`src/mmu_pkg.sv`:
```
package mmu_pkg;

  // ==========================================================
  // Sv32 address geometry
  // ==========================================================

  localparam int VADDR_W       = 32;  // Virtual address
  localparam int PADDR_W       = 34;  // Physical address
  localparam int PAGE_OFFSET_W = 12;  // 4 KiB pages
  localparam int VPN_W         = VADDR_W - PAGE_OFFSET_W;  // VPN[1] and VPN[0]
  localparam int VPN_PART_W    = 10;  // One level of the walk
  localparam int PPN_W         = PADDR_W - PAGE_OFFSET_W;  // 22 bits

  // satp fields
  localparam int SATP_MODE_BIT = 31;  // 1 selects Sv32

  // ==========================================================
  // Page table entry layout
  // ==========================================================

  localparam int PTE_W           = 32;
  localparam int PTE_BYTES_SHIFT = 2;   // 4-byte entries
  localparam int PTE_PPN_LSB     = 10;  // PPN sits above RSW

  // Flag bit positions
  localparam int PTE_V     = 0;
  localparam int PTE_R     = 1;
  localparam int PTE_W_BIT = 2;  // Write permission
  localparam int PTE_X     = 3;
  localparam int PTE_U     = 4;
  localparam int PTE_G     = 5;
  localparam int PTE_A     = 6;
  localparam int PTE_D     = 7;

  localparam int PTE_FLAGS_W = PTE_D + 1;  // V through D

  // ==========================================================
  // Enumerations
  // ==========================================================

  // Privilege levels as the core encodes them
  typedef enum logic [1:0] {
    PRIV_U = 2'd0,
    PRIV_S = 2'd1,
    PRIV_M = 2'd3
  } priv_mode_e;

  typedef enum logic [1:0] {
    ACC_LOAD,
    ACC_STORE,
    ACC_FETCH
  } access_e;

  // Walker FSM
  typedef enum logic [2:0] {
    PTW_IDLE,
    PTW_REQ,    // Address presented, waiting for accept
    PTW_WAIT,   // Accepted, waiting for PTE data
    PTW_DONE,
    PTW_FAULT
  } ptw_state_e;

endpackage
```
`src/sv32_mmu.sv`:
```
`timescale 1ns/1ps

module sv32_mmu import mmu_pkg::*; #(
  parameter int TLB_ENTRIES = 4
) (
  input  logic               clk,
  input  logic               reset_n,
  // Translation request
  input  logic               req_valid,
  input  logic [VADDR_W-1:0] req_vaddr,
  input  access_e            req_access,
  output logic               req_done,
  output logic [PADDR_W-1:0] req_paddr,
  output logic               req_page_fault,
  // CSRs
  input  logic [VADDR_W-1:0] satp,
  input  priv_mode_e         priv_mode,
  input  logic               mstatus_sum,
  input  logic               mstatus_mxr,
  // TLB maintenance
  input  logic               tlb_flush_all,
  input  logic               tlb_flush_vaddr,
  input  logic [VADDR_W-1:0] tlb_flush_addr,
  // Page table memory
  output logic               mem_req_valid,
  output logic [PADDR_W-1:0] mem_req_addr,
  input  logic               mem_req_ready,
  input  logic               mem_resp_valid,
  input  logic [PTE_W-1:0]   mem_resp_data
);

  logic                   xlate_en;       // Sv32 active for this privilege
  logic [VADDR_W-1:0]     vaddr_q;        // Request address during a walk

  logic                   tlb_hit;
  logic [PPN_W-1:0]       hit_ppn;
  logic [PTE_FLAGS_W-1:0] hit_flags;
  logic                   hit_allowed;

  logic                   bare_req;
  logic                   hit_req;
  logic                   walk_start;

  logic                   walk_done;
  logic                   walk_fault;
  logic [PPN_W-1:0]       walk_ppn;
  logic [PTE_FLAGS_W-1:0] walk_flags;
  logic                   fill_valid;

  // ==========================================================
  // Request decode
  // ==========================================================

  assign xlate_en   = satp[SATP_MODE_BIT] && (priv_mode != PRIV_M);
  assign bare_req   = req_valid && !xlate_en;
  assign hit_req    = req_valid && xlate_en && tlb_hit;
  assign walk_start = req_valid && xlate_en && !tlb_hit;  // Miss
  assign fill_valid = walk_done && !walk_fault;

  sv32_tlb #(
    .TLB_ENTRIES (TLB_ENTRIES)
  ) tlb_i (
    .clk         (clk),
    .reset_n     (reset_n),
    .lookup_vpn  (req_vaddr[VADDR_W-1:PAGE_OFFSET_W]),
    .hit         (tlb_hit),
    .hit_ppn     (hit_ppn),
    .hit_flags   (hit_flags),
    .fill_valid  (fill_valid),
    .fill_vpn    (vaddr_q[VADDR_W-1:PAGE_OFFSET_W]),
    .fill_ppn    (walk_ppn),
    .fill_flags  (walk_flags),
    .flush_all   (tlb_flush_all),
    .flush_vaddr (tlb_flush_vaddr),
    .flush_vpn   (tlb_flush_addr[VADDR_W-1:PAGE_OFFSET_W])
  );

  // Permissions for TLB hits, the walker checks its own leaves
  pte_perm_check hit_check_i (
    .pte_flags   (hit_flags),
    .access      (req_access),
    .priv_mode   (priv_mode),
    .mstatus_sum (mstatus_sum),
    .mstatus_mxr (mstatus_mxr),
    .allowed     (hit_allowed)
  );

  sv32_ptw ptw_i (
    .clk            (clk),
    .reset_n        (reset_n),
    .walk_start     (walk_start),
    .walk_vaddr     (req_vaddr),
    .walk_access    (req_access),
    .satp           (satp),
    .priv_mode      (priv_mode),
    .mstatus_sum    (mstatus_sum),
    .mstatus_mxr    (mstatus_mxr),
    .mem_req_valid  (mem_req_valid),
    .mem_req_addr   (mem_req_addr),
    .mem_req_ready  (mem_req_ready),
    .mem_resp_valid (mem_resp_valid),
    .mem_resp_data  (mem_resp_data),
    .walk_done      (walk_done),
    .walk_fault     (walk_fault),
    .walk_ppn       (walk_ppn),
    .walk_flags     (walk_flags)
  );

  // ==========================================================
  // Result registers
  // ==========================================================

  // Bare and hit answer next cycle, walks one cycle after walk_done
  always_ff @(posedge clk or negedge reset_n) begin
    if (!reset_n) begin
      req_done       <= 1'b0;
      req_page_fault <= 1'b0;
    end else begin
      req_done       <= bare_req || hit_req || walk_done;
      req_page_fault <= (hit_req && !hit_allowed) || (walk_done && walk_fault);
    end
  end

  // Physical address holds between requests
  always_ff @(posedge clk) begin
    if (req_valid) begin
      vaddr_q <= req_vaddr;
    end
    if (bare_req) begin
      req_paddr <= {{(PADDR_W - VADDR_W){1'b0}}, req_vaddr};  // Identity map
    end else if (hit_req) begin
      req_paddr <= {hit_ppn, req_vaddr[PAGE_OFFSET_W-1:0]};
    end else if (fill_valid) begin
      req_paddr <= {walk_ppn, vaddr_q[PAGE_OFFSET_W-1:0]};
    end
  end

endmodule

```
`src/sv32_ptw.sv`:
```
`timescale 1ns/1ps

module sv32_ptw import mmu_pkg::*; (
  input  logic                   clk,
  input  logic                   reset_n,
  // Walk request from the MMU
  input  logic                   walk_start,
  input  logic [VADDR_W-1:0]     walk_vaddr,
  input  access_e                walk_access,
  // CSR state, stable for the whole walk
  input  logic [VADDR_W-1:0]     satp,
  input  priv_mode_e             priv_mode,
  input  logic                   mstatus_sum,
  input  logic                   mstatus_mxr,
  // Memory read port
  output logic                   mem_req_valid,
  output logic [PADDR_W-1:0]     mem_req_addr,
  input  logic                   mem_req_ready,
  input  logic                   mem_resp_valid,
  input  logic [PTE_W-1:0]       mem_resp_data,
  // Walk result
  output logic                   walk_done,
  output logic                   walk_fault,
  output logic [PPN_W-1:0]       walk_ppn,
  output logic [PTE_FLAGS_W-1:0] walk_flags
);

  ptw_state_e            state_q;
  logic                  level_q;   // 1 while reading the root table
  logic [VPN_PART_W-1:0] vpn0_q;    // Index for the second level
  access_e               access_q;

  // Decode of the returned PTE
  logic [PPN_W-1:0]       resp_ppn;
  logic [PTE_FLAGS_W-1:0] resp_flags;
  logic                   resp_bad;   // Invalid or W without R
  logic                   resp_leaf;
  logic                   leaf_ok;    // Permission check result

  logic                   start_walk;
  logic                   resp_take;

  assign resp_ppn   = mem_resp_data[PTE_PPN_LSB +: PPN_W];
  assign resp_flags = mem_resp_data[PTE_FLAGS_W-1:0];
  assign resp_bad   = !resp_flags[PTE_V] || (resp_flags[PTE_W_BIT] && !resp_flags[PTE_R]);
  assign resp_leaf  = resp_flags[PTE_R] || resp_flags[PTE_X];

  assign start_walk = (state_q == PTW_IDLE) && walk_start;
  assign resp_take  = (state_q == PTW_WAIT) && mem_resp_valid;

  pte_perm_check leaf_check_i (
    .pte_flags   (resp_flags),
    .access      (access_q),
    .priv_mode   (priv_mode),
    .mstatus_sum (mstatus_sum),
    .mstatus_mxr (mstatus_mxr),
    .allowed     (leaf_ok)
  );

  // ==========================================================
  // Walk FSM
  // ==========================================================

  always_ff @(posedge clk or negedge reset_n) begin
    if (!reset_n) begin
      state_q       <= PTW_IDLE;
      level_q       <= 1'b0;
      mem_req_valid <= 1'b0;
    end else begin
      case (state_q)
        PTW_IDLE: begin
          if (walk_start) begin
            state_q <= PTW_REQ;
            level_q <= 1'b1;  // Sv32 starts at level 1
          end
        end
        PTW_REQ: begin
          if (!mem_req_valid) begin
            mem_req_valid <= 1'b1;  // Address already settled
          end else if (mem_req_ready) begin
            mem_req_valid <= 1'b0;  // Accepted this edge
            state_q       <= PTW_WAIT;
          end
        end
        PTW_WAIT: begin
          if (mem_resp_valid) begin
            if (resp_bad) begin
              state_q <= PTW_FAULT;
            end else if (resp_leaf) begin
              // No superpages, a level 1 leaf faults
              state_q <= (level_q || !leaf_ok) ? PTW_FAULT : PTW_DONE;
            end else if (level_q) begin
              level_q <= 1'b0;      // Descend
              state_q <= PTW_REQ;
            end else begin
              state_q <= PTW_FAULT; // Pointer at the last level
            end
          end
        end
        PTW_DONE, PTW_FAULT: state_q <= PTW_IDLE;  // One cycle result
        default:             state_q <= PTW_IDLE;
      endcase
    end
  end

  // ==========================================================
  // Address and PTE capture
  // ==========================================================

  always_ff @(posedge clk) begin
    if (start_walk) begin
      vpn0_q   <= walk_vaddr[PAGE_OFFSET_W +: VPN_PART_W];
      access_q <= walk_access;
      // Root table from satp.PPN, index VPN[1]
      mem_req_addr <= {satp[PPN_W-1:0], walk_vaddr[VADDR_W-1 -: VPN_PART_W],
                       {PTE_BYTES_SHIFT{1'b0}}};
    end
    if (resp_take) begin
      // Next table from PTE.PPN, index VPN[0]
      mem_req_addr <= {resp_ppn, vpn0_q, {PTE_BYTES_SHIFT{1'b0}}};
      walk_ppn     <= resp_ppn;
      walk_flags   <= resp_flags;
    end
  end

  assign walk_done  = (state_q == PTW_DONE) || (state_q == PTW_FAULT);
  assign walk_fault = (state_q == PTW_FAULT);

endmodule

```
`src/sv32_tlb.sv`:
```
`timescale 1ns/1ps

module sv32_tlb import mmu_pkg::*; #(
  parameter int TLB_ENTRIES = 4  // Power of two
) (
  input  logic                   clk,
  input  logic                   reset_n,
  // Lookup port
  input  logic [VPN_W-1:0]       lookup_vpn,
  output logic                   hit,
  output logic [PPN_W-1:0]       hit_ppn,
  output logic [PTE_FLAGS_W-1:0] hit_flags,
  // Fill from a successful walk
  input  logic                   fill_valid,
  input  logic [VPN_W-1:0]       fill_vpn,
  input  logic [PPN_W-1:0]       fill_ppn,
  input  logic [PTE_FLAGS_W-1:0] fill_flags,
  // Flush requests
  input  logic                   flush_all,
  input  logic                   flush_vaddr,
  input  logic [VPN_W-1:0]       flush_vpn
);

  localparam int IDX_W = (TLB_ENTRIES > 1) ? $clog2(TLB_ENTRIES) : 1;

  // ==========================================================
  // Entry storage
  // ==========================================================

  logic [TLB_ENTRIES-1:0] valid_q;
  logic [VPN_W-1:0]       vpn_q   [TLB_ENTRIES];
  logic [PPN_W-1:0]       ppn_q   [TLB_ENTRIES];
  logic [PTE_FLAGS_W-1:0] flags_q [TLB_ENTRIES];

  logic [IDX_W-1:0]       victim_q;     // Round-robin fill pointer

  logic [TLB_ENTRIES-1:0] lookup_match;
  logic [TLB_ENTRIES-1:0] flush_match;  // Tag compare only

  // ==========================================================
  // Parallel compare
  // ==========================================================

  // At most one entry can match since fills only follow misses
  always_comb begin
    hit       = 1'b0;
    hit_ppn   = '0;
    hit_flags = '0;
    for (int i = 0; i < TLB_ENTRIES; i++) begin
      lookup_match[i] = valid_q[i] && (vpn_q[i] == lookup_vpn);
      flush_match[i]  = (vpn_q[i] == flush_vpn);
      if (lookup_match[i]) begin
        hit       = 1'b1;
        hit_ppn   = ppn_q[i];
        hit_flags = flags_q[i];
      end
    end
  end

  // ==========================================================
  // Valid bits and victim pointer
  // ==========================================================

  always_ff @(posedge clk or negedge reset_n) begin
    if (!reset_n) begin
      valid_q  <= '0;
      victim_q <= '0;
    end else begin
      if (flush_all) begin
        valid_q <= '0;
      end else if (flush_vaddr) begin
        valid_q <= valid_q & ~flush_match;  // Drop every matching page
      end
      if (fill_valid) begin
        valid_q[victim_q] <= 1'b1;
        // Wrap explicitly
        victim_q <= (victim_q == IDX_W'(TLB_ENTRIES - 1)) ? '0 : victim_q + 1'b1;
      end
    end
  end

  // Tag and data written at the victim slot
  always_ff @(posedge clk) begin
    if (fill_valid) begin
      vpn_q[victim_q]   <= fill_vpn;
      ppn_q[victim_q]   <= fill_ppn;
      flags_q[victim_q] <= fill_flags;
    end
  end

endmodule

```
`src/pte_perm_check.sv`:
```
`timescale 1ns/1ps

module pte_perm_check import mmu_pkg::*; (
  input  logic [PTE_FLAGS_W-1:0] pte_flags,
  input  access_e                access,
  input  priv_mode_e             priv_mode,
  input  logic                   mstatus_sum,
  input  logic                   mstatus_mxr,
  output logic                   allowed
);

  // Flag aliases
  logic flag_v;
  logic flag_r;
  logic flag_w;
  logic flag_x;
  logic flag_u;

  assign flag_v = pte_flags[PTE_V];
  assign flag_r = pte_flags[PTE_R];
  assign flag_w = pte_flags[PTE_W_BIT];
  assign flag_x = pte_flags[PTE_X];
  assign flag_u = pte_flags[PTE_U];

  // Rules in priority order, first failure wins
  always_comb begin
    allowed = 1'b1;
    if (!flag_v) begin
      allowed = 1'b0;                       // Invalid entry
    end else if (!flag_r && !flag_x) begin
      allowed = 1'b0;                       // Pointer, not a leaf
    end else if (flag_w && !flag_r) begin
      allowed = 1'b0;                       // Reserved encoding
    end else if (priv_mode == PRIV_U && !flag_u) begin
      allowed = 1'b0;                       // User touching supervisor page
    end else if (priv_mode == PRIV_S && flag_u &&
                 (!mstatus_sum || access == ACC_FETCH)) begin
      // Supervisor on a user page
      // SUM never opens fetch
      allowed = 1'b0;
    end else begin
      // Access type rights
      case (access)
        ACC_FETCH: allowed = flag_x;
        ACC_STORE: allowed = flag_w;
        default:   allowed = flag_r || (flag_x && mstatus_mxr);  // Load
      endcase
    end
  end

endmodule

```
`config.mk`:
```
export PLATFORM = sky130hd
export DESIGN_NAME = sv32_mmu
export DESIGN_NICKNAME = d
export VERILOG_FILES = /design/src/mmu_pkg.sv /design/src/sv32_mmu.sv /design/src/sv32_ptw.sv /design/src/sv32_tlb.sv /design/src/pte_perm_check.sv
export SDC_FILE = /design/constraint.sdc
export NUM_CORES = 1
export LEC_CHECK = 0
export BUFFER_PORTS_ARGS = -buffer_cell sky130_fd_sc_hd__buf_2
export CAP_MARGIN = 25
export CORE_UTILIZATION = 62
export CTS_BUF_LIST = sky130_fd_sc_hd__clkbuf_4 sky130_fd_sc_hd__clkbuf_8 sky130_fd_sc_hd__clkbuf_16
export DETAILED_ROUTE_END_ITERATION = 10
export PLACE_DENSITY = 0.86
export SLEW_MARGIN = 10
export SYNTH_ARGS = -nofsm -noshare
export SYNTH_HDL_FRONTEND = slang
export SYNTH_SLANG_ARGS = --single-unit
```
`constraint.sdc`:
```
create_clock -name clk -period 9.51 [get_ports clk]
set_input_delay 0.4755 -clock clk [delete_from_list [all_inputs] [get_ports clk]]
set_output_delay 0.4755 -clock clk [all_outputs]
set_load 0.03 [all_outputs]
```
==> out/qor.yml <==
worst_setup_path:
  crit_path_end_kind: "flop"
  timing_worst_setup_path_type: "flop to flop"
  setup.reg_to_reg.worst_slack_ns: 5.70
  critical_path_rt_ns: 9.68
  timing.critical_path.arrival_ns: 3.98
  worstPathMaxFanout: 33
  crit_path_start_kind: "flop"
timing:
  report.final.slew_viol_count: 0
  finalSetupViolCount: 0
  clk_skew_ns: 0.01603
  setup_total_negative_slack_ns: 0
  unrepaired_setup_endpoints_after_global_routing: "false"
  worstMarginPinSlew_ns: 0.9147
  maxSlewHeadroom_pct: 39.02
  max_clock_freq_ghz: 0.2622
  min_period_over_period_pct: 40.10
  finalHoldViolCount: 0
  finalWorstPathRequiredPeriod_ns: 3.813
global_routing:
  number_of_global_route_vias_before_repair: 8889
  initial_antenna_violation_count: 0
  maximum_number_of_pins_on_one_net_before_global_route_repair: 61
  track_usage_pct: 31.83
  grt_pass1_wl_mm: 55.36
  gr-total-overflow: 0
power_and_ir_drop:
  switching_share_pct: 25.14
  pwr_density_cell_nw_per_um2: 218.0
  p_clk_share_pct: 37.5
  peakVddDrop_mv: 0.1943
  total_leakage_power_nw: 5.792
  power_frac_comb_pct: 12.2
  p_int_mw: 2.746
  pwr-share-seq_pct: 50.4
  post-layout-total-power_mw: 3.668
  power.net_switching_mw: 0.9223
clocking:
  clkSinkCount: 338
  post_cts_resized: 0
  cts_hold_buffers: 1
  worst_setup_hold_path_clk_slew_ns: 0.06
  clkLatencyLatePin_ns: 0.52
  numCtsBuffers: 34
  ctsLongestPathBuffers: 3
  htreeDepth: 2
  ctsRootBufferMaster: "sky130_fd_sc_hd__clkbuf_16"
  tritoncts: "built"
  postcts_setup_bufs: 0
route:
  routed_via_density: 6.275
  vias: 9237
  drc: 0
  drt_pass1_iterations: 6
  drtAntennaViolNets: 0
  totalWireLength_mm: 37.44
  drt-wirelength-per-cell_um: 25.43
  initialDrtViolationCount: 1315
final_layout:
  diodes: 0
  layout.nets: 1284
  layout.cells.most_common_list: "sky130_fd_sc_hd__edfxtp_1, sky130_fd_sc_hd__buf_2, sky130_fd_sc_hd__xnor2_1"
  post_layout_nonfiller_instances: 1472
  final_util_pct: 73.66
  layout.filler_cells: 1396
  area_growth_pct: 15.71
  drive_above_1_share_pct: 27.35
  layout_commonest_cell: "sky130_fd_sc_hd__edfxtp_1"
floorplanning:
  die_width_um: 155.2
  initial_utilization_pct: 63.66
  num_rows: 55
  floorplan.die_area_sq_um: 24080
  core_sq_um: 22850
  io_pins: 212
  floorplan.die.height_um: 155.2
synth:
  mappedNetlistArea_sq_um: 14550
  synth_ff_type: "sky130_fd_sc_hd__edfxtp_1"
  synth_cell_type_count: 62
  yosysSeqAreaShare_pct: 69.20
  share_of_synthesized_flip_flops_with_an_asynchronous_set_or_reset_pct: 3.846
  ys_warn_count: 0
  number_of_flops_mapped_to_enable_cells_by_yosys: 323
  syn-instance-count: 963
  synth.ff_latch_count: 338
  syn-mean-instance-area_sq_um: 15.10
placement:
  dp_cells: 1410
  finalWeightedCongestion: 0.9557
  number_of_buffers_added_on_ports: 183
  dp_hpwl_mm: 24.53
run_status:
  status: "complete, no violations"
job:
  drv.max_cap_violation_count: 0
worst_hold_path:
  hold_path_class: "input pin to flop"
## cells by family after synthesis
group           share of synthesized area [%]
simple gates                            7.992
fa+ha+maj                              0.6882
compound gates                          5.695
other cells                           0.02578
mux                                     3.690
flops                                   69.20
buf+inv                                 2.606
xor+xnor                                10.11
## power groups by stage
| stage | Sequential [mW] | Combinational [mW] | Clock [mW] |
|---|---|---|---|
| after floorplan | 1.95 | 0.202 | 0 |
| after CTS | 1.85 | 0.446 | 1.38 |
| after detailed placement | 1.87 | 0.441 | 0 |
| after global placement | 1.87 | 0.431 | 0 |
| final | 1.85 | 0.447 | 1.37 |
| after global routing | 1.86 | 0.472 | 1.44 |
## worst max-delay path, stage by stage, from the launching register on
cell	delay (ns)
sky130_fd_sc_hd__edfxtp_1	0.47
sky130_fd_sc_hd__xnor2_1	0.31
sky130_fd_sc_hd__nand4_1	0.14
sky130_fd_sc_hd__nor4_1	0.51
sky130_fd_sc_hd__nand4_1	0.49
sky130_fd_sc_hd__nand2_1	0.33
sky130_fd_sc_hd__o311a_1	0.26
sky130_fd_sc_hd__nor2_2	0.04
sky130_fd_sc_hd__buf_4	0.28
sky130_fd_sc_hd__nand2_1	0.17
sky130_fd_sc_hd__buf_4	0.41
## per-stage QoR
| stage | cell area [sq um] | hold slack [ns] | setup WS [ns] |
|---|---|---|---|
| final | 16830 | 0.1404 | 5.697 |
| after global routing | 16830 | 0.1305 | 5.644 |
| after CTS | 16820 | 0.1233 | 5.835 |
| after detailed placement | 15660 | 0.4032 | 5.574 |
| after global placement | 15650 | 0.3984 | 5.600 |
| after floorplan | 14550 | 0.1799 | 5.714 |
## cells in the mapped netlist, drive strengths merged (2+ instances only)
| library cell | instances | area (sq um) |
|---|---|---|
| a31o | 5 | 43.79 |
| nor3b | 5 | 37.54 |
| nor2b | 6 | 37.54 |
| nand2 | 37 | 138.9 |
| or2 | 2 | 12.51 |
| and4 | 4 | 35.03 |
| dfxtp | 2 | 40.04 |
| ha | 8 | 100.1 |
| xnor2 | 116 | 1076 |
| dfrtp | 13 | 325.3 |
| a22oi | 22 | 165.2 |
| xor2 | 45 | 394.1 |
| nor4 | 22 | 143.9 |
| a21oi | 24 | 120.1 |
| and2 | 5 | 31.28 |
| edfxtp | 323 | 9699 |
| buf | 31 | 217.7 |
| nand4 | 35 | 219.0 |
| nand4bb | 2 | 22.52 |
| clkbuf | 33 | 123.9 |
| nand3 | 37 | 185.2 |
| or3 | 2 | 12.51 |
| o21ai | 27 | 135.1 |
| a22o | 2 | 17.52 |
| mux2i | 3 | 30.03 |
| and3 | 2 | 12.51 |
| mux2 | 45 | 506.7 |
| nor3 | 10 | 50.05 |
| a311oi | 24 | 216.5 |
| nor4b | 3 | 26.28 |
| nand4b | 2 | 23.77 |
| nor2 | 35 | 133.9 |
| inv | 10 | 37.53 |
| a221oi | 2 | 23.77 |
| a211oi | 5 | 37.54 |
## layout make-up
| class | instances | area (sq um) | share of cell area, % |
|---|---|---|---|
| flip-flops and latches | 338 | 10060 | 59.80 |
| clock buffers | 44 | 949.7 | 5.643 |
| multi-input cells | 552 | 4139 | 24.59 |
| inverters | 10 | 37.54 | 0.2230 |
| repair buffers | 199 | 1050 | 6.237 |
| well taps | 313 | 391.6 | 2.327 |
| clock inverters | 16 | 197.7 | 1.175 |
## metal layers
layer / GRT usage, % / wire length, um / vias to the layer above
met1: 44.71 / 14120 / 4478
li1: - / - / 3995
met4: 9.335 / 957 / 0
met2: 52.10 / 18340 / 694
met3: 4.875 / 4018 / 70
met5: 0 / 0 / -
## registers in the layout, summed over array words and instances, names as in the netlist, 2 cells and up
register            cells
ptw_i.state_q           3
tlb_i.flags_q          20
ptw_i.vpn0_q           10
tlb_i.ppn_q            88
tlb_i.victim_q          2
tlb_i.vpn_q            80
tlb_i.valid_q           4
ptw_i.walk_ppn         22
ptw_i.mem_req_addr     32
req_paddr              34
vaddr_q                32
ptw_i.access_q          2
ptw_i.walk_flags        5
## final timing paths
path | start | depth (start not counted) | to
max | tlb_i.vpn_q[3][5] | 10 | req_paddr[12]
min | req_vaddr[4] | 1 | vaddr_q[4]
max reg2reg | tlb_i.vpn_q[3][5] | 10 | req_paddr[12]
min reg2reg | vaddr_q[13] | 0 | tlb_i.vpn_q[0][1]
max in group asynchronous | reset_n | 2 | ptw_i.level_q
min in group asynchronous | reset_n | 2 | ptw_i.state_q[0]
(Power assumes the default switching activity.)
